===== src/include/stcDemod_macros.svh =====
`ifndef STCDEMOD_MACROS_SVH
`define STCDEMOD_MACROS_SVH

// ****************************************
// Build identification
// ****************************************
`define VER_NUMBER      16'd601         // Low half of the version word
`define FPGA_TYPE       16'h6100        // Board code, high half

// ****************************************
// Datapath widths
// ****************************************
`define ADC_BITS        14
`define SAMPLE_BITS     18
`define BUS_ADDR_BITS   13
`define BUS_DATA_BITS   32

// Address bits 12 to 8 pick the peer
`define SPACE_TOP       5'd0
`define SPACE_ADC       5'd1
`define SPACE_DAC0      5'd2
`define SPACE_DAC1      5'd3

// Register offsets, only bits 3 to 2 are decoded
`define REG_OFS0        4'h0
`define REG_OFS1        4'h4
`define REG_OFS2        4'h8

`endif

===== src/design/stcDemodPkg.sv =====
`default_nettype none

`include "stcDemod_macros.svh"

package stcDemodPkg;

    typedef logic [`BUS_ADDR_BITS-1:0]      busAddrT;   // Byte address
    typedef logic [`BUS_DATA_BITS-1:0]      busDataT;
    typedef logic [`BUS_DATA_BITS/8-1:0]    byteEnT;    // One strobe per byte lane

    typedef logic [`ADC_BITS-1:0]           adcWordT;   // Offset binary
    typedef logic signed [`SAMPLE_BITS-1:0] sampleT;    // Two's complement
    typedef logic [`ADC_BITS-1:0]           dacWordT;   // Offset binary
    typedef logic [1:0]                     vidSelT;

    // DAC source select, code 3 is not listed and acts as srcTest
    typedef enum logic [1:0] {
        srcAdc  = 2'd0,
        srcStc  = 2'd1,
        srcTest = 2'd2
    } dacSourceT;

endpackage

`default_nettype wire


===== src/design/regBusIf.sv =====
`timescale 1ns/10ps
`default_nettype none

interface regBusIf;

    logic                   cs;         // Host chip select
    stcDemodPkg::byteEnT    wrEn;       // Byte lane write strobes
    stcDemodPkg::busAddrT   addr;
    stcDemodPkg::busDataT   wrData;

    // Space decode needs only select and address
    modport decoder (
        input cs,
        input addr
    );

    // Peers get their own select from the decoder
    modport peer (
        input wrEn,
        input addr,
        input wrData
    );

endinterface

`default_nettype wire


===== src/design/stcDemodTop.sv =====
`timescale 1ns/10ps
`default_nettype none

module stcDemodTop (
    input  wire                     clk,
    input  wire                     arstN,
    input  wire                     cs,
    input  wire stcDemodPkg::byteEnT wrEn,
    input  wire stcDemodPkg::busAddrT addr,
    input  wire stcDemodPkg::busDataT dataIn,
    output stcDemodPkg::busDataT    dataOut,
    input  wire stcDemodPkg::adcWordT adc,
    input  wire                     adcOverflow,
    input  wire stcDemodPkg::sampleT stcSample,
    input  wire                     stcSampleEn,
    output stcDemodPkg::dacWordT    dac0Data,
    output logic                    dac0DataEn,
    output stcDemodPkg::dacWordT    dac1Data,
    output logic                    dac1DataEn,
    output stcDemodPkg::vidSelT     video0InSelect,
    output stcDemodPkg::vidSelT     video0OutSelect,
    output stcDemodPkg::vidSelT     video1InSelect,
    output stcDemodPkg::vidSelT     video1OutSelect
);

    stcDemodPkg::busDataT   topRd, adcRd, dac0Rd, dac1Rd;
    stcDemodPkg::sampleT    adcSample;
    logic                   topSel, adcSel, dac0Sel, dac1Sel;

    // ****************************************
    // Register bus
    // ****************************************
    regBusIf bus ();

    assign bus.cs     = cs;
    assign bus.wrEn   = wrEn;
    assign bus.addr   = addr;
    assign bus.wrData = dataIn;

    busDecoder busDecoder_i (
        .bus(bus), .topSel(topSel), .adcSel(adcSel), .dac0Sel(dac0Sel), .dac1Sel(dac1Sel),
        .topRd(topRd), .adcRd(adcRd), .dac0Rd(dac0Rd), .dac1Rd(dac1Rd), .dataOut(dataOut)
    );

    // ****************************************
    // Peers
    // ****************************************
    topRegs topRegs_i (
        .clk(clk), .arstN(arstN), .bus(bus), .sel(topSel), .rdData(topRd),
        .video0InSelect(video0InSelect), .video0OutSelect(video0OutSelect),
        .video1InSelect(video1InSelect), .video1OutSelect(video1OutSelect)
    );

    adcCapture adcCapture_i (
        .clk(clk), .arstN(arstN), .bus(bus), .sel(adcSel), .rdData(adcRd),
        .adc(adc), .adcOverflow(adcOverflow), .adcSample(adcSample)
    );

    dacChannel dac0 (
        .clk(clk), .arstN(arstN), .bus(bus), .sel(dac0Sel), .rdData(dac0Rd),
        .adcSample(adcSample), .stcSample(stcSample), .stcSampleEn(stcSampleEn),
        .dacData(dac0Data), .dacDataEn(dac0DataEn)
    );

    dacChannel dac1 (
        .clk(clk), .arstN(arstN), .bus(bus), .sel(dac1Sel), .rdData(dac1Rd),
        .adcSample(adcSample), .stcSample(stcSample), .stcSampleEn(stcSampleEn),
        .dacData(dac1Data), .dacDataEn(dac1DataEn)
    );

endmodule

`default_nettype wire


===== src/design/dacChannel.sv =====
`timescale 1ns/10ps
`default_nettype none

`include "stcDemod_macros.svh"

module dacChannel (
    input  wire                     clk,
    input  wire                     arstN,
    regBusIf.peer                   bus,
    input  wire                     sel,
    output stcDemodPkg::busDataT    rdData,
    input  wire stcDemodPkg::sampleT adcSample,
    input  wire stcDemodPkg::sampleT stcSample,
    input  wire                     stcSampleEn,
    output stcDemodPkg::dacWordT    dacData,
    output logic                    dacDataEn
);

    stcDemodPkg::dacSourceT srcReg;
    stcDemodPkg::sampleT    testVal;
    stcDemodPkg::sampleT    muxSample;
    logic                   muxEn;
    logic [3:0]             offset;

    assign offset = {bus.addr[3:2], 2'b00};

    // ****************************************
    // Source and test value registers
    // ****************************************
    always_ff @(posedge clk or negedge arstN) begin
        if (!arstN) begin
            srcReg  <= stcDemodPkg::srcAdc;
            testVal <= '0;
        end else if (sel) begin
            if ((offset == `REG_OFS0) && bus.wrEn[0]) begin
                srcReg <= stcDemodPkg::dacSourceT'(bus.wrData[1:0]);
            end
            if (offset == `REG_OFS1) begin
                if (bus.wrEn[0]) testVal[7:0]   <= bus.wrData[7:0];
                if (bus.wrEn[1]) testVal[15:8]  <= bus.wrData[15:8];
                if (bus.wrEn[2]) testVal[17:16] <= bus.wrData[17:16];
            end
        end
    end

    always_comb begin
        case (offset)
            `REG_OFS0: rdData = {30'h0, srcReg};
            `REG_OFS1: rdData = {14'h0, testVal};
            default:   rdData = '0;
        endcase
    end

    // ****************************************
    // Source mux and DAC formatter
    // ****************************************
    always_ff @(posedge clk) begin
        case (srcReg)
            stcDemodPkg::srcAdc: muxSample <= adcSample;
            stcDemodPkg::srcStc: muxSample <= stcSample;
            default:             muxSample <= testVal;     // Test and code 3
        endcase
        dacData <= {~muxSample[`SAMPLE_BITS-1], muxSample[`SAMPLE_BITS-2:4]};
    end

    always_ff @(posedge clk or negedge arstN) begin
        if (!arstN) begin
            muxEn     <= 1'b0;
            dacDataEn <= 1'b0;
        end else begin
            muxEn     <= (srcReg == stcDemodPkg::srcStc) ? stcSampleEn : 1'b1;
            dacDataEn <= muxEn;             // Keeps strobe aligned with data
        end
    end

    // Enable must stay defined even while the STC stream is idle
    assert property (@(posedge clk) disable iff (!arstN) !$isunknown(dacDataEn))
        else $error("dacChannel: dacDataEn unknown");

endmodule

`default_nettype wire


===== src/design/adcCapture.sv =====
`timescale 1ns/10ps
`default_nettype none

`include "stcDemod_macros.svh"

module adcCapture (
    input  wire                     clk,
    input  wire                     arstN,
    regBusIf.peer                   bus,
    input  wire                     sel,
    output stcDemodPkg::busDataT    rdData,
    input  wire stcDemodPkg::adcWordT adc,
    input  wire                     adcOverflow,
    output stcDemodPkg::sampleT     adcSample
);

    stcDemodPkg::adcWordT   adcReg;
    logic [15:0]            ovfCount;
    logic                   ovfClear;
    logic [3:0]             offset;

    assign offset   = {bus.addr[3:2], 2'b00};
    assign ovfClear = sel && (offset == `REG_OFS0) && (|bus.wrEn);  // Any lane clears

    // ****************************************
    // Reclock and widen
    // ****************************************
    always_ff @(posedge clk) begin
        adcReg    <= adc;
        // Flip offset binary MSB, pad to sample width
        adcSample <= {~adcReg[`ADC_BITS-1], adcReg[`ADC_BITS-2:0],
                      {(`SAMPLE_BITS-`ADC_BITS){1'b0}}};
    end

    // Saturating overflow counter
    always_ff @(posedge clk or negedge arstN) begin
        if (!arstN) begin
            ovfCount <= '0;
        end else if (ovfClear) begin
            ovfCount <= '0;
        end else if (adcOverflow && (ovfCount != 16'hffff)) begin
            ovfCount <= ovfCount + 16'd1;
        end
    end

    always_comb begin
        case (offset)
            `REG_OFS0: rdData = {16'h0, ovfCount};
            `REG_OFS1: rdData = {{(`BUS_DATA_BITS-`SAMPLE_BITS){adcSample[`SAMPLE_BITS-1]}},
                                 adcSample};
            default:   rdData = '0;
        endcase
    end

    // A full counter only returns to zero through a bus clear
    assert property (@(posedge clk) disable iff (!arstN)
        (ovfCount == 16'hffff) && !ovfClear |=> ovfCount != 16'h0)
        else $error("adcCapture: overflow counter wrapped");

endmodule

`default_nettype wire


===== src/design/topRegs.sv =====
`timescale 1ns/10ps
`default_nettype none

`include "stcDemod_macros.svh"

module topRegs (
    input  wire                     clk,
    input  wire                     arstN,
    regBusIf.peer                   bus,
    input  wire                     sel,
    output stcDemodPkg::busDataT    rdData,
    output stcDemodPkg::vidSelT     video0InSelect,
    output stcDemodPkg::vidSelT     video0OutSelect,
    output stcDemodPkg::vidSelT     video1InSelect,
    output stcDemodPkg::vidSelT     video1OutSelect
);

    stcDemodPkg::busDataT   scratch;
    stcDemodPkg::vidSelT    vid0Sel;
    stcDemodPkg::vidSelT    vid1Sel;
    logic [3:0]             offset;

    assign offset = {bus.addr[3:2], 2'b00};

    // ****************************************
    // Register writes
    // ****************************************
    always_ff @(posedge clk or negedge arstN) begin
        if (!arstN) begin
            scratch <= '0;
            vid0Sel <= '0;
            vid1Sel <= '0;
        end else if (sel) begin
            if (offset == `REG_OFS1) begin
                for (int i = 0; i < 4; i++) begin
                    if (bus.wrEn[i]) begin
                        scratch[8*i +: 8] <= bus.wrData[8*i +: 8];
                    end
                end
            end
            if ((offset == `REG_OFS2) && bus.wrEn[0]) begin
                vid0Sel <= bus.wrData[1:0];
                vid1Sel <= bus.wrData[3:2];
            end
        end
    end

    always_comb begin
        case (offset)
            `REG_OFS0: rdData = {`FPGA_TYPE, `VER_NUMBER};    // Read only
            `REG_OFS1: rdData = scratch;
            `REG_OFS2: rdData = {28'h0, vid1Sel, vid0Sel};
            default:   rdData = '0;
        endcase
    end

    // Board swaps the two out-select lines, so exchange them here
    assign video0InSelect  = vid0Sel;
    assign video0OutSelect = {vid0Sel[0], vid0Sel[1]};
    assign video1InSelect  = vid1Sel;
    assign video1OutSelect = {vid1Sel[0], vid1Sel[1]};

endmodule

`default_nettype wire


===== src/design/busDecoder.sv =====
`timescale 1ns/10ps
`default_nettype none

`include "stcDemod_macros.svh"

module busDecoder (
    regBusIf.decoder                bus,
    output logic                    topSel,
    output logic                    adcSel,
    output logic                    dac0Sel,
    output logic                    dac1Sel,
    input  wire stcDemodPkg::busDataT topRd,
    input  wire stcDemodPkg::busDataT adcRd,
    input  wire stcDemodPkg::busDataT dac0Rd,
    input  wire stcDemodPkg::busDataT dac1Rd,
    output stcDemodPkg::busDataT    dataOut
);

    logic [4:0] space;

    assign space = bus.addr[`BUS_ADDR_BITS-1:8];    // Upper address picks the peer

    // ****************************************
    // Space decode
    // ****************************************
    always_comb begin
        topSel  = bus.cs && (space == `SPACE_TOP);
        adcSel  = bus.cs && (space == `SPACE_ADC);
        dac0Sel = bus.cs && (space == `SPACE_DAC0);
        dac1Sel = bus.cs && (space == `SPACE_DAC1);
    end

    // Read-back mux, unmapped spaces give zero
    always_comb begin
        if (topSel) begin
            dataOut = topRd;
        end else if (adcSel) begin
            dataOut = adcRd;
        end else if (dac0Sel) begin
            dataOut = dac0Rd;
        end else if (dac1Sel) begin
            dataOut = dac1Rd;
        end else begin
            dataOut = '0;
        end
    end

    // Peers rely on never seeing two selects at once
    always_comb begin
        assert ($onehot0({topSel, adcSel, dac0Sel, dac1Sel}))
            else $error("busDecoder: more than one peer selected");
    end

endmodule

`default_nettype wire


===== config.mk =====
export PLATFORM = sky130hd
export DESIGN_NAME = stcDemodTop
export DESIGN_NICKNAME = d
export VERILOG_FILES = /design/src/design/stcDemodPkg.sv /design/src/design/regBusIf.sv /design/src/design/stcDemodTop.sv /design/src/design/dacChannel.sv /design/src/design/adcCapture.sv /design/src/design/topRegs.sv /design/src/design/busDecoder.sv
export VERILOG_INCLUDE_DIRS = /design/src /design/src/include
export SDC_FILE = /design/constraint.sdc
export NUM_CORES = 1
export LEC_CHECK = 0
export ABC_AREA = 1
export BUFFER_PORTS_ARGS = -buffer_cell sky130_fd_sc_hd__buf_2
export CELL_PAD_IN_SITES_DETAIL_PLACEMENT = 2
export CELL_PAD_IN_SITES_GLOBAL_PLACEMENT = 2
export CORE_ASPECT_RATIO = 1.4
export CORE_MARGIN = 8
export CORE_UTILIZATION = 34
export DETAILED_ROUTE_END_ITERATION = 10
export PLACE_DENSITY = 0.9
export SYNTH_ARGS = -nofsm -noshare
export SYNTH_HDL_FRONTEND = slang
export SYNTH_SLANG_ARGS = --single-unit

===== constraint.sdc =====
create_clock -name clk -period 3.5 [get_ports clk]
set_input_delay 1.05 -clock clk [delete_from_list [all_inputs] [get_ports clk]]
set_output_delay 1.05 -clock clk [all_outputs]
set_load 0.02 [all_outputs]

### After elaboration in Yosys (flattened, before gate mapping)

Index checks and enable logic that the tools add are counted.

| word-level totals | value |
|---|---|
| output and inout bits | 70 |
| bits in registers | 188 |
| word-level logic and storage cells | 79 |
| bits of input ports | 86 |

| operators by class | value |
|---|---|
| bitwise logic cells | 3 |
| muxes and demuxes | 14 |
| reductions and logical operators | 28 |
| $add $sub $neg | 1 |
| equality and inequality tests | 8 |

Operators with widths:

| kind | number |
|---|---|
| $pmux 18 s2 | 4 |
| $mux 32 | 4 |
| $pmux 32 s3 | 1 |
| $pmux 32 s2 | 1 |
| $mux 16 | 2 |
| $reduce_and 3->1 | 10 |
| $add 16x1->16 const B | 1 |
| $ne 16x16->1 const B | 1 |
| $eq 5x2->1 const B | 2 |
| $logic_and 1x1->1 | 9 |
| $eq 2x1->1 const B | 3 |
| $reduce_and 2->1 | 3 |
| $eq 5x1->1 const B | 1 |
| $logic_not 5->1 | 1 |
| $logic_not 2->1 | 2 |
| $logic_not 4->1 | 1 |
| $reduce_or 4->1 | 1 |
| $not 1->1 | 3 |
| $eq 2x2->1 const B | 1 |
| $mux 1 | 2 |
| $reduce_bool 2->1 | 1 |

### Logic depth before layout (Yosys ltp)

Gate-level depths: netlist of the first run.

| logic depth | value |
|---|---|
| depth in word-level cells | 6 |
| depth in mapped cells | 10 |
| gate-level depth less buffers | 9 |

### Cells and area by module

From an unflattened synthesis of the first run, not the netlist that was laid out.

| unflattened totals | value |
|---|---|
| cells, all modules | 1193 |
| area, all modules | 8909.8 µm² |

By module, submodules not included:

| module | area each (µm²) | seq. area each (µm²) | instances | cells each |
|---|---|---|---|---|
| dacChannel | 2057.0 | 1111.1 | 2 | 247 |
| adcCapture | 2009.4 | 960.9 | 1 | 263 |
| topRegs | 1790.5 | 900.9 | 1 | 242 |
| busDecoder | 996.0 | 0.0 | 1 | 194 |

### Worst setup path before layout of the first run

Ideal clock, no wire load.

| timing | value |
|---|---|
| kind | in2out |
| start | input port addr[8] |
| end | output port dataOut[17] |
| path buffers | 1 |
| stages | 6 |
| slack | 0.446 ns |
| data required time | 2.450 ns |
| arrival | 2.004 ns |
| cells stage by stage | nor2_1 -> nand2_1 -> nor2_2 -> clkbuf_1 -> nand3_1 -> nand4_1 |

| on the way | value |
|---|---|
| word-level cells in the longest chain between the ends | 6 |
| elaborated cells on any way between the ends | 12 |
| those cells by class | eq/ne: 3; mux: 4; reduce/logical: 5 |

RTL lines:

| what | line | text |
|---|---|---|
| start, declared | stcDemodTop.sv:9 | `input wire stcDemodPkg::busAddrT addr,` |
| $eq 5x2->1 (no source line) | - |  |
| $logic_and 1x1->1 | busDecoder.sv:30 | `` dac1Sel = bus.cs && (space == `SPACE_DAC1); `` |
| $mux 32 | busDecoder.sv:41 | `end else if (dac1Sel) begin` |
| $mux 32 | busDecoder.sv:39 | `end else if (dac0Sel) begin` |
| $mux 32 | busDecoder.sv:37 | `end else if (adcSel) begin` |
| $mux 32 (*) | busDecoder.sv:35 | `if (topSel) begin` |
| end, declared | stcDemodTop.sv:11 | `output stcDemodPkg::busDataT dataOut,` |

Mark *: on every way between the ends. The rest lies on a longest branch, timed or not.

### Final worst setup path of the first run

| timing | value |
|---|---|
| start | input port addr[10] |
| end | output port dataOut[4] |

Same word-level chain as after synthesis.

==> qor.txt, run 1 <==
Outcome - complete, but fails checks
Violations in the final reports - negative setup slack
Overflow left after global routing - 0
Startpoint of the worst register-to-register path - dac0.srcReg[1]
Post-detailed-routing wire length - 30.3 mm
Proportion of layout cells with a drive suffix above 1 - 22.6%
Cell accounting for the most synthesized area - sky130_fd_sc_hd__dfrtp_1
Placed instance count - 1,263
Max-Slew Margin vs Limit - 17.0%
Skew-Pair Late Insertion Delay - 0.46 ns
Worst path arrival time - 2.46 ns
Final clock period utilization by the worst path - 100%
Fraction of the yosys area taken by sequential cells - 56.2%
DR iter-0 viols - 435
List of most frequent post-synthesis cells - sky130_fd_sc_hd__nand2_1, sky130_fd_sc_hd__dfrtp_1, sky130_fd_sc_hd__dfxtp_1
Hold-critical path depth - 0
Residual DRC - 0
Leak pwr - 4.49 nW
Worst Setup End Kind - output port
Number of buffers added to fix hold violations after cts - 0
Global-route wire length before repair - 46.4 mm
Critical Path Max Stage Delay - 0.30 ns
TritonCTS Sinks - 180
Number of core rows - 63
H-tree depth - 4
Worst Setup Start Kind - primary input
Router iterations before antenna repair - 5
Starting density of the core - 34.5%
Number of max-cap violations - 0
Count of boundary I/O pins - 156
Cell types occupying the most area after synthesis - sky130_fd_sc_hd__dfrtp_1, sky130_fd_sc_hd__dfxtp_1, sky130_fd_sc_hd__nand2_1
Clock tree skew after final layout - 0.0176 ns
Tmin final - 3.51 ns
Via count of the first global-routing pass - 7,940
Series of cell instances along the critical path - buf_2 > inv_1 > nand2_1 > nor2_4 > nand2_4 > o21ai_0 > nand3_1 > nand3_1 > buf_2
Kind of cell adding the most delay to the critical path - simple AND/OR/NAND/NOR gates
Final hold viol count - 0
Clock Pin Slew Worst Setup and Hold Paths - 0.07 ns
Height of the die - 189 µm
Final weighted congestion of routability-driven global placement - 0.850
Number of warnings printed during yosys synthesis - 0
N_diodes - 0
Area growth, synth to finish - 24.4%
Worst min-delay path category - register to register
Bufs on Longest Clock Path - 2
Setup Viol. Count Final - 1
Post-route insts no fill - 1,298
Setup TNS - -0.0149 ns
Slew @ Worst Pin - 1.24 ns
Largest net degree at the start of global routing - 42
First element of the critical path - addr[10]
Register-to-register setup slack - 1.32 ns
Path depth of the worst reg2reg path - 3
Final setup margin - -0.0149 ns
CTS tree - yes
Die area - 0.0264 mm²
Buffers plus inverters on the worst setup path - 3
Total power divided by cell area - 534 mW/mm²
Via/cell ratio - 5.39
Root cell of the clock tree - sky130_fd_sc_hd__clkbuf_16
Number of nets in the synthesized netlist - 962
Maximum vdd ir drop - 0.363 mV
Port bufs - 145
Fraction of the core area covered by cells at the end of the flow - 42.9%
Average cell area after synthesis - 8.30 µm²
Sum of net half-perimeters after detailed placement - 20.5 mm
Number of nets at the end of the flow - 1,112
Crit path max-delay cell type - sky130_fd_sc_hd__o21ai_0
Most common cell in the netlist - sky130_fd_sc_hd__nand2_1
Worst Setup Path Type - primary input to output port
Routed WL per cell - 23.3 µm
Maximum fanout count along the critical path - 6
Chip width - 140 µm
Core footprint - 0.0210 mm²
Most frequently used flop master after synthesis - sky130_fd_sc_hd__dfrtp_1
Vias - 6,990
Post-synthesis async set-or-reset flop share - 53.3%
End of the worst register-to-register path - dac0.muxSample[15]
Initial antenna violation count - 0
Synthesized instance count - 875
Num CTS Buffers - 17
Number of fill cells in the layout - 2,312
Logic depth of the worst setup path including buffers - 9
Distinct cell type count of the synthesized netlist - 31
Number of slew-limit violations in the final report - 0
Data required time of the critical path - 2.45 ns
Total chip power - 0.00482 W
Summed instance area of the synthesized netlist - 0.00726 mm²
Critical Path End - dataOut[4]
Remaining number of nets flagged by the antenna check after routing - 0
Portion of synthesized cell area occupied by the leading cell type - 33.1%
Count of state elements after synthesis - 180
GRT Resource Usage Total - 23.0%
EDFF count, synth - 0
Peak Freq - 0.285 GHz
worst reg2reg max path, delay by kind of cell, from the launching register on:
kind	cells	cell delay, ns
and+or+nand+nor	3	1.45
DFF	1	0.67
per-layer routing:
layer | up-vias | global-route usage (%) | routed length, µm | share of wire [%]
met5 | - | 0 | 0 | 0
met2 | 254 | 40.9 | 15800 | 52
met4 | 0 | 12.4 | 1140 | 3.8
met1 | 3552 | 25.1 | 11700 | 39
li1 | 3116 | - | - | -
met3 | 68 | 5.04 | 1570 | 5.2
where the power goes:
part	leakage [nW]	internal, W	total (W)	switching [W]
Sequential	2.00	0.00221	0.00233	0.000121
Combinational	2.18	0.000153	0.000464	0.000311
Clock	0.303	0.000989	0.00203	0.00104
Total	4.49	0.00335	0.00482	0.00147
kinds of logic after synthesis:
family / Yosys count / synth area share, %
AO/OA/AOI/OAI: 116 / 8.44
XOR/XNOR: 2 / 0.241
adder cells (fa/ha/maj): 1 / 0.172
buffers and inverters: 111 / 6.74
flip-flops: 180 / 56.2
AND/OR/NAND/NOR: 465 / 28.2
state kept, by name, indices dropped and copies added (netlist names):
signal,count
topRegs_i.video0InSelect,2
dac1.srcReg,2
dac1.testVal,18
dac0.muxEn,1
adcCapture_i.adcSample,14
topRegs_i.video1InSelect,2
dac0.muxSample,14
dac1.dacData,14
adcCapture_i.adcReg,14
dac0.srcReg,2
dac1.muxSample,14
dac1.dacDataEn,1
dac0.dacData,14
topRegs_i.scratch,32
dac0.testVal,18
dac1.muxEn,1
dac0.dacDataEn,1
adcCapture_i.ovfCount,16
metrics by stage:
stage	cell area, µm²	setup WS [ns]	hold WS (ns)
final	9040	-0.0149	0.332
after global routing	9040	-0.100	0.335
after CTS	8970	0.00737	0.332
after detailed placement	8320	-0.145	0.313
after global placement	8320	-0.0294	0.311
after floorplan	7260	0.446	0.310
final cells by class:
| cell class | count | area (µm²) | share of cell area [%] |
|---|---|---|---|
| Timing Repair Buffer | 166 | 981 | 10.9 |
| Clock inverter | 15 | 206 | 2.28 |
| Clock buffer | 17 | 425 | 4.71 |
| Multi-Input combinational cell | 584 | 2720 | 30.1 |
| Tap cell | 260 | 325 | 3.60 |
| Inverter | 76 | 290 | 3.21 |
| Sequential cell | 180 | 4080 | 45.2 |
cell usage in the layout (no fill, tap or decap), drive strengths merged:
| master | count |
|---|---|
| xor2 | 2 |
| o21ai | 101 |
| nand2 | 313 |
| nand4 | 29 |
| a22oi | 2 |
| or2 | 2 |
| clkbuf | 18 |
| clkinv | 9 |
| nand3 | 78 |
| ha | 1 |
| buf | 165 |
| o211ai | 6 |
| nor2 | 43 |
| a31oi | 1 |
| a21oi | 4 |
| dfxtp | 84 |
| dfrtp | 96 |
| inv | 82 |
| a22o | 2 |
what timing repair did:
| item | 4_1_cts | 5_1_grt |
|---|---|---|
| cloned | 0 | 1 |
| buffers inserted | 0 | 2 |
| pin swaps | 0 | 2 |
| resized for setup | 5 | 10 |
| endpoints found under the setup margin | 23 | 12 |
how the worst min path moves through the flow:
| stage | startpoint | endpoint | slack, ns |
|---|---|---|---|
| after floorplan | adcCapture_i.adcReg[6] | adcCapture_i.adcSample[10] | 0.31 |
| after global placement | adcCapture_i.adcReg[7] | adcCapture_i.adcSample[11] | 0.31 |
| after detailed placement | dac0.muxSample[12] | dac0.dacData[8] | 0.31 |
| after CTS | adcCapture_i.adcReg[2] | adcCapture_i.adcSample[6] | 0.33 |
| after global routing | dac1.muxSample[9] | dac1.dacData[5] | 0.33 |
| final | dac0.muxSample[6] | dac0.dacData[2] | 0.33 |
Note: power is estimated with default switching activity, not from simulation.
==> run 2, diff against run 1 <==
--- a/config.mk
+++ b/config.mk
@@ -6,15 +6,14 @@
 export SDC_FILE = /design/constraint.sdc
 export NUM_CORES = 1
 export LEC_CHECK = 0
-export ABC_AREA = 1
 export BUFFER_PORTS_ARGS = -buffer_cell sky130_fd_sc_hd__buf_2
 export CELL_PAD_IN_SITES_DETAIL_PLACEMENT = 2
 export CELL_PAD_IN_SITES_GLOBAL_PLACEMENT = 2
 export CORE_ASPECT_RATIO = 1.4
 export CORE_MARGIN = 8
-export CORE_UTILIZATION = 34
+export CORE_UTILIZATION = 35
 export DETAILED_ROUTE_END_ITERATION = 10
-export PLACE_DENSITY = 0.9
+export PLACE_DENSITY = 0.85
 export SYNTH_ARGS = -nofsm -noshare
 export SYNTH_HDL_FRONTEND = slang
 export SYNTH_SLANG_ARGS = --single-unit
==> run 2 against run 1 <==
Net effect:
- the flow still finishes with violations (negative setup slack)
- synthesized area is 0.47% lower
- hold slack worse by 0.0047 ns
- sequential power hardly changed
- global-route usage is 1.0 points lower
- final area is 2.2% higher
- via count is 15% lower
==> qor.txt, run 2 <==
Outcome - complete, but fails checks
Violations in the final reports - negative setup slack
Buffers plus inverters on the worst setup path - 3
Port bufs - 145
Critical Path Max Stage Delay - 0.41 ns
Number of nets at the end of the flow - 877
Chip width - 137 µm
Worst min-delay path category - register to register
Post-synthesis async set-or-reset flop share - 53.3%
TritonCTS Sinks - 180
Worst Setup End Kind - output port
GRT Resource Usage Total - 22.0%
Starting density of the core - 35.4%
Leading cell types in the layout, fill and taps excluded - sky130_fd_sc_hd__buf_2, sky130_fd_sc_hd__dfrtp_1, sky130_fd_sc_hd__dfxtp_1, sky130_fd_sc_hd__mux2_2, sky130_fd_sc_hd__nand2_1
Routed WL per cell - 26.9 µm
Area fraction in compound gates after synthesis - 9.40%
Num CTS Buffers - 17
Portion of synthesized cell area occupied by the leading cell type - 33.2%
List of most frequent post-synthesis cells - sky130_fd_sc_hd__dfrtp_1, sky130_fd_sc_hd__dfxtp_1, sky130_fd_sc_hd__mux2_2
Mux contribution to synthesized area - 19.3%
Most prevalent standard cell on the critical path - sky130_fd_sc_hd__and2_4
Router iterations before antenna repair - 5
Count of boundary I/O pins - 156
Global-route wire length before repair - 41.7 mm
XOR/XNOR share of the synthesized area - 0%
Bufs on Longest Clock Path - 2
Die area - 0.0256 mm²
Post-detailed-routing wire length - 28.5 mm
Cell accounting for the most synthesized area - sky130_fd_sc_hd__dfrtp_1
Total power divided by cell area - 509 mW/mm²
Fraction of the yosys area taken by sequential cells - 56.5%
Remaining number of nets flagged by the antenna check after routing - 0
Most common cell in the netlist - sky130_fd_sc_hd__dfrtp_1
Most frequently used flop master after synthesis - sky130_fd_sc_hd__dfrtp_1
Skew-Pair Late Insertion Delay - 0.45 ns
Pre-CTS worst setup slack - -0.162 ns
Largest register by flop count - topRegs_i.scratch
Height of the die - 186 µm
Largest net degree at the start of global routing - 44
Core footprint - 0.0204 mm²
Via/cell ratio - 5.60
Setup TNS - -0.0629 ns
Slew @ Worst Pin - 0.843 ns
Number of core rows - 62
Data required time of the critical path - 2.45 ns
Residual DRC - 0
Final setup margin - -0.0576 ns
Combinational family with the most area after synthesis - multiplexers
Worst path arrival time - 2.51 ns
Final weighted congestion of routability-driven global placement - 0.918
Summed instance area of the synthesized netlist - 0.00723 mm²
Cell types occupying the most area after synthesis - sky130_fd_sc_hd__dfrtp_1, sky130_fd_sc_hd__dfxtp_1, sky130_fd_sc_hd__mux2_2
Distinct cell type count of the synthesized netlist - 52
Root cell of the clock tree - sky130_fd_sc_hd__clkbuf_16
Average cell area after synthesis - 11.7 µm²
RSZ-0062 raised after global routing - yes
Initial antenna violation count - 1
Share of synthesized cell area in full adder, half adder and majority cells - 0.173%
Final clock period utilization by the worst path - 102%
Maximum fanout count along the critical path - 11
Number of max-cap violations - 0
Maximum vdd ir drop - 0.405 mV
Sum of net half-perimeters after detailed placement - 18.5 mm
Flip-flop count of the largest register after layout - 32
Peak Freq - 0.281 GHz
Vias - 5,938
Count of state elements after synthesis - 180
EDFF count, synth - 0
Proportion of layout cells with a drive suffix above 1 - 40.7%
H-tree depth - 4
Number of slew-limit violations in the final report - 0
Area growth, synth to finish - 27.7%
Max-Slew Margin vs Limit - 43.0%
Clock tree skew after final layout - 0.00853 ns
Overflow left after global routing - 0
Worst Setup Path Type - primary input to output port
Share of synthesized cell area in and, or, nand and nor gates - 12.5%
Setup Viol. Count Final - 3
DR iter-0 viols - 374
Number of fill cells in the layout - 2,057
Number of nets in the synthesized netlist - 706
Leak pwr - 4.23 nW
Clock Pin Slew Worst Setup and Hold Paths - 0.07 ns
Leading cell type in the layout, fill and taps excluded - sky130_fd_sc_hd__buf_2
Synthesized instance count - 619
Top flop regs - topRegs_i.scratch x32, dac0.testVal x18, dac1.testVal x18
Via count of the first global-routing pass - 6,785
Series of cell instances along the critical path - buf_2 > and2_4 > and2_4 > buf_12 > a22o_1 > a221o_1 > buf_6
Worst Setup Start Kind - primary input
Crit path max-delay cell type - sky130_fd_sc_hd__a221o_1
Tmin final - 3.56 ns
Final hold viol count - 0
Kind of cell adding the most delay to the critical path - compound AO/OA/AOI/OAI gates
CTS tree - yes
Number of warnings printed during yosys synthesis - 0
-- run 2: cell types whose count changed after synthesis, moves of 9 or more --
cell,delta
sky130_fd_sc_hd__nand2_1,-238
sky130_fd_sc_hd__mux2_2,+81
sky130_fd_sc_hd__inv_1,-64
sky130_fd_sc_hd__nand3_1,-58
sky130_fd_sc_hd__mux2i_1,+48
sky130_fd_sc_hd__o21ai_0,-33
sky130_fd_sc_hd__o21ai_1,-28
sky130_fd_sc_hd__nand4_1,-20
sky130_fd_sc_hd__nor2_1,-17
sky130_fd_sc_hd__a21oi_1,+15
sky130_fd_sc_hd__a2bb2oi_1,+10
sky130_fd_sc_hd__buf_2,-9
-- run 2: layout make-up --
type / count / area, µm² / area share, %
flip-flops and latches: 180 / 4080 / 44.2
repair buffers: 181 / 1170 / 12.7
clock buffers: 20 / 468 / 5.07
inverters: 7 / 26.3 / 0.285
diodes: 2 / 5.00 / 0.0542
clock inverters: 12 / 91.3 / 0.989
multi-input cells: 403 / 3070 / 33.2
well taps: 256 / 320 / 3.47
-- run 2: cell families (layout without fill, tap and decap cells) --
group	after synthesis	after routing
AO/OA/AOI/OAI	105	105
adder cells (fa/ha/maj)	1	1
buffers and inverters	36	220
flip-flops	180	180
multiplexers	129	129
other	0	2
AND/OR/NAND/NOR	168	168
-- run 2: per-layer routing --
metal	vias to the layer above	track usage, %	share of wire, %
met5	-	0	0
met4	0	11.2	4.1
met3	78	4.73	5.3
met2	238	38.5	53
met1	3034	24.4	37
li1	2588	-	-
-- run 2: worst paths after layout --
kind,slack [ns],depth (start not counted),to,start
worst max register to register,1.21,5,adcCapture_i.ovfCount[1],adcCapture_i.ovfCount[1]
min in group asynchronous,0.55,1,dac0.muxEn,arstN
worst min register to register,0.33,0,adcCapture_i.adcSample[13],adcCapture_i.adcReg[9]
max in group asynchronous,2.25,2,dac0.testVal[3],arstN
worst min-delay path,0.33,0,adcCapture_i.adcSample[13],adcCapture_i.adcReg[9]
worst max-delay path,-0.06,7,dataOut[2],addr[9]
-- run 2: through the flow --
stage	hold slack, ns	std cells	utilization, %	total power (W)	instance area, µm²
after CTS	0.330	1058	44.7	0.00469	9120
after floorplan	0.310	619	-	0.00257	7230
after global routing	0.336	1061	45.3	0.00486	9230
after global placement	0.310	1024	41.4	0.00277	8450
after detailed placement	0.314	1024	41.4	0.00281	8450
final	0.327	1061	45.3	0.00470	9230
-- run 2: what timing repair did --
item                       4_1_cts  5_1_grt
gates cloned                     0        1
buffers inserted                 2        0
hold buffers                     0        0
resized for setup               30       36
setup endpoints to repair       30       26
pin swaps                        8        8
-- run 2: where the power goes --
part	total, W	switching (W)	internal [W]
logic	0.000496	0.000295	0.000202
registers	0.00234	0.000139	0.00220
clock network	0.00187	0.000888	0.000982
-- run 2: worst reg2reg max path: stages (launching register included) --
cell and delay, ns:
sky130_fd_sc_hd__dfrtp_1 0.44, sky130_fd_sc_hd__ha_1 0.34, sky130_fd_sc_hd__nand3_1 0.17, sky130_fd_sc_hd__nor2_1 0.68, sky130_fd_sc_hd__a21boi_0 0.34, sky130_fd_sc_hd__mux2i_1 0.25
==> run 3, diff against run 2 <==
--- a/config.mk
+++ b/config.mk
@@ -14,6 +14,7 @@
 export CORE_UTILIZATION = 35
 export DETAILED_ROUTE_END_ITERATION = 10
 export PLACE_DENSITY = 0.85
+export REMOVE_ABC_BUFFERS = 1
 export SYNTH_ARGS = -nofsm -noshare
 export SYNTH_HDL_FRONTEND = slang
 export SYNTH_SLANG_ARGS = --single-unit
==> run 3 against run 2 <==
Net effect:
- the flow still finishes with violations (negative setup slack)
- sequential cell count did not move
- setup slack worse by 0.0028 ns
- sequential share of layout area decreased by 1.2 points
- maximum frequency is essentially flat
- count of clock-buffer cells in the layout fell by 2
- die area stayed put
- combinational power is 6.9% higher
- first-iteration DRC count down 11%
- core utilization grew 1.2 points
==> qor.txt, run 3 (synthesis results as in run 2) <==
Pre-CTS worst setup slack - -0.149 ns
Maximum fanout count along the critical path - 11
Area growth, synth to finish - 31.2%
Worst min-delay path category - register to register
Sum of net half-perimeters after detailed placement - 18.2 mm
CTS tree - yes
Internal power component - 0.00336 W
Number of buffers added to fix hold violations after cts - 0
Leading cell type in the layout, fill and taps excluded - sky130_fd_sc_hd__buf_2
Chip width - 137 µm
DR iter-0 viols - 333
Leak pwr - 4.32 nW
Remaining number of nets flagged by the antenna check after routing - 0
Max-Slew Margin vs Limit - 23.0%
Data required time of the critical path - 2.45 ns
Worst path arrival time - 2.51 ns
Slew @ Worst Pin - 1.16 ns
Final weighted congestion of routability-driven global placement - 0.837
Clock tree skew after final layout - 0.0149 ns
Via/cell ratio - 5.62
Peak Freq - 0.281 GHz
Proportion of total power due to net switching - 29.9%
Via count of the first global-routing pass - 6,833
Top flop regs - topRegs_i.scratch x32, dac0.testVal x18, dac1.testVal x18
Worst Setup Path Type - primary input to output port
Sequential Power Share - 48.9%
Routed WL per cell - 26.9 µm
Hold-critical path depth - 0
Root cell of the clock tree - sky130_fd_sc_hd__clkbuf_16
Global-route wire length before repair - 41.2 mm
Combinational power share - 11.1%
Largest net degree at the start of global routing - 87
Worst Setup Start Kind - primary input
Num CTS Buffers - 17
Router iterations before antenna repair - 5
Path depth of the worst reg2reg path - 5
Layout Cell Area excl Fill - 0.00948 mm²
Initial antenna violation count - 2
Skew-Pair Late Insertion Delay - 0.46 ns
Number of max-cap violations - 0
Starting density of the core - 35.4%
Number of core rows - 62
Residual DRC - 0
Height of the die - 186 µm
Setup Viol. Count Final - 21
Worst Setup End Kind - output port
Final setup margin - -0.0604 ns
Overflow left after global routing - 0
Violations in the final reports - negative setup slack
Core footprint - 0.0204 mm²
Vias - 6,055
Post-detailed-routing wire length - 28.9 mm
Count of boundary I/O pins - 156
H-tree depth - 4
Outcome - complete, but fails checks
P_sw - 0.00143 W
Final hold viol count - 0
Final clock period utilization by the worst path - 102%
Number of slew-limit violations in the final report - 0
Largest register by flop count - topRegs_i.scratch
Placed standard-cell area - 0.00848 mm²
TritonCTS Sinks - 180
GRT Resource Usage Total - 21.5%
Maximum vdd ir drop - 0.361 mV
Die area - 0.0256 mm²
Bufs on Longest Clock Path - 2
Number of nets at the end of the flow - 893
Leading cell types in the layout, fill and taps excluded - sky130_fd_sc_hd__buf_2, sky130_fd_sc_hd__dfrtp_1, sky130_fd_sc_hd__dfxtp_1, sky130_fd_sc_hd__mux2_2, sky130_fd_sc_hd__nand2_1
Proportion of layout cells with a drive suffix above 1 - 43.5%
Flip-flop count of the largest register after layout - 32
Total power divided by cell area - 505 mW/mm²
Part of the power in the clock network - 40.0%
RSZ-0062 raised after global routing - yes
Clock Pin Slew Worst Setup and Hold Paths - 0.08 ns
Port bufs - 145
Tmin final - 3.56 ns
## run 3: power by group through the flow
stage / Clock [W] / Combinational, W / Sequential [W]
CTS: 0.00192 / 0.000487 / 0.00232
detailed placement: 0 / 0.000453 / 0.00236
floorplan: 0 / 0.000199 / 0.00236
global placement: 0 / 0.000417 / 0.00235
finish: 0.00191 / 0.000530 / 0.00234
global route: 0.00201 / 0.000565 / 0.00236
## run 3: worst max-delay path, stage by stage
cell and delay (ns):
sky130_fd_sc_hd__buf_6 0.11, sky130_fd_sc_hd__nor4_4 0.36, sky130_fd_sc_hd__buf_4 0.21, sky130_fd_sc_hd__and3_4 0.22, sky130_fd_sc_hd__buf_6 0.16, sky130_fd_sc_hd__nand2_1 0.10, sky130_fd_sc_hd__nand2_1 0.09, sky130_fd_sc_hd__clkbuf_4 0.19
## run 3: final timing paths
kind	startpoint	endpoint	slack, ns
setup reg to reg	adcCapture_i.ovfCount[1]	adcCapture_i.ovfCount[1]	1.18
hold reg to reg	dac1.muxSample[6]	dac1.dacData[2]	0.33
min in group asynchronous	arstN	dac0.testVal[5]	0.81
setup / recovery	addr[12]	dataOut[31]	-0.06
hold / removal	dac1.muxSample[6]	dac1.dacData[2]	0.33
max in group asynchronous	arstN	adcCapture_i.ovfCount[7]	1.93
## run 3: routing by layer
| layer | share of wire (%) | wire length (µm) | vias to the layer above | GRT usage, % |
|---|---|---|---|---|
| li1 | - | - | 2611 | - |
| met1 | 37 | 10600 | 3147 | 22.8 |
| met2 | 55 | 15800 | 214 | 39.6 |
| met3 | 4.8 | 1380 | 83 | 4.48 |
| met4 | 3.9 | 1130 | 0 | 9.94 |
| met5 | 0 | 0 | - | 0 |
## run 3: through the flow
step	TNS, ns	hold WS (ns)	instances	util, %	power [W]
after floorplan	0	0.310	590	-	0.00256
after global placement	-0.799	0.310	1031	41.6	0.00276
after detailed placement	-1.99	0.314	1031	41.6	0.00282
after CTS	-0.0146	0.330	1070	45.6	0.00473
after global routing	-1.69	0.335	1077	46.5	0.00494
final	-0.561	0.325	1077	46.5	0.00479
## run 3: layout make-up
cell class | instances | area [µm²]
multi-input combinational | 403 | 3170
sequential | 180 | 4080
antenna | 2 | 5.00
fill | 2066 | 10900
inverter | 7 | 26.3
clock inverter | 14 | 139
tap | 256 | 320
clock buffer | 18 | 429
timing repair buffer | 197 | 1300
## run 3: timing repair
| action | CTS | global route |
|---|---|---|
| pin swaps | 10 | 11 |
| setup buffers | 6 | 5 |
| resized for setup | 63 | 42 |
| endpoints found under the setup margin | 31 | 30 |
| gates cloned | 1 | 1 |
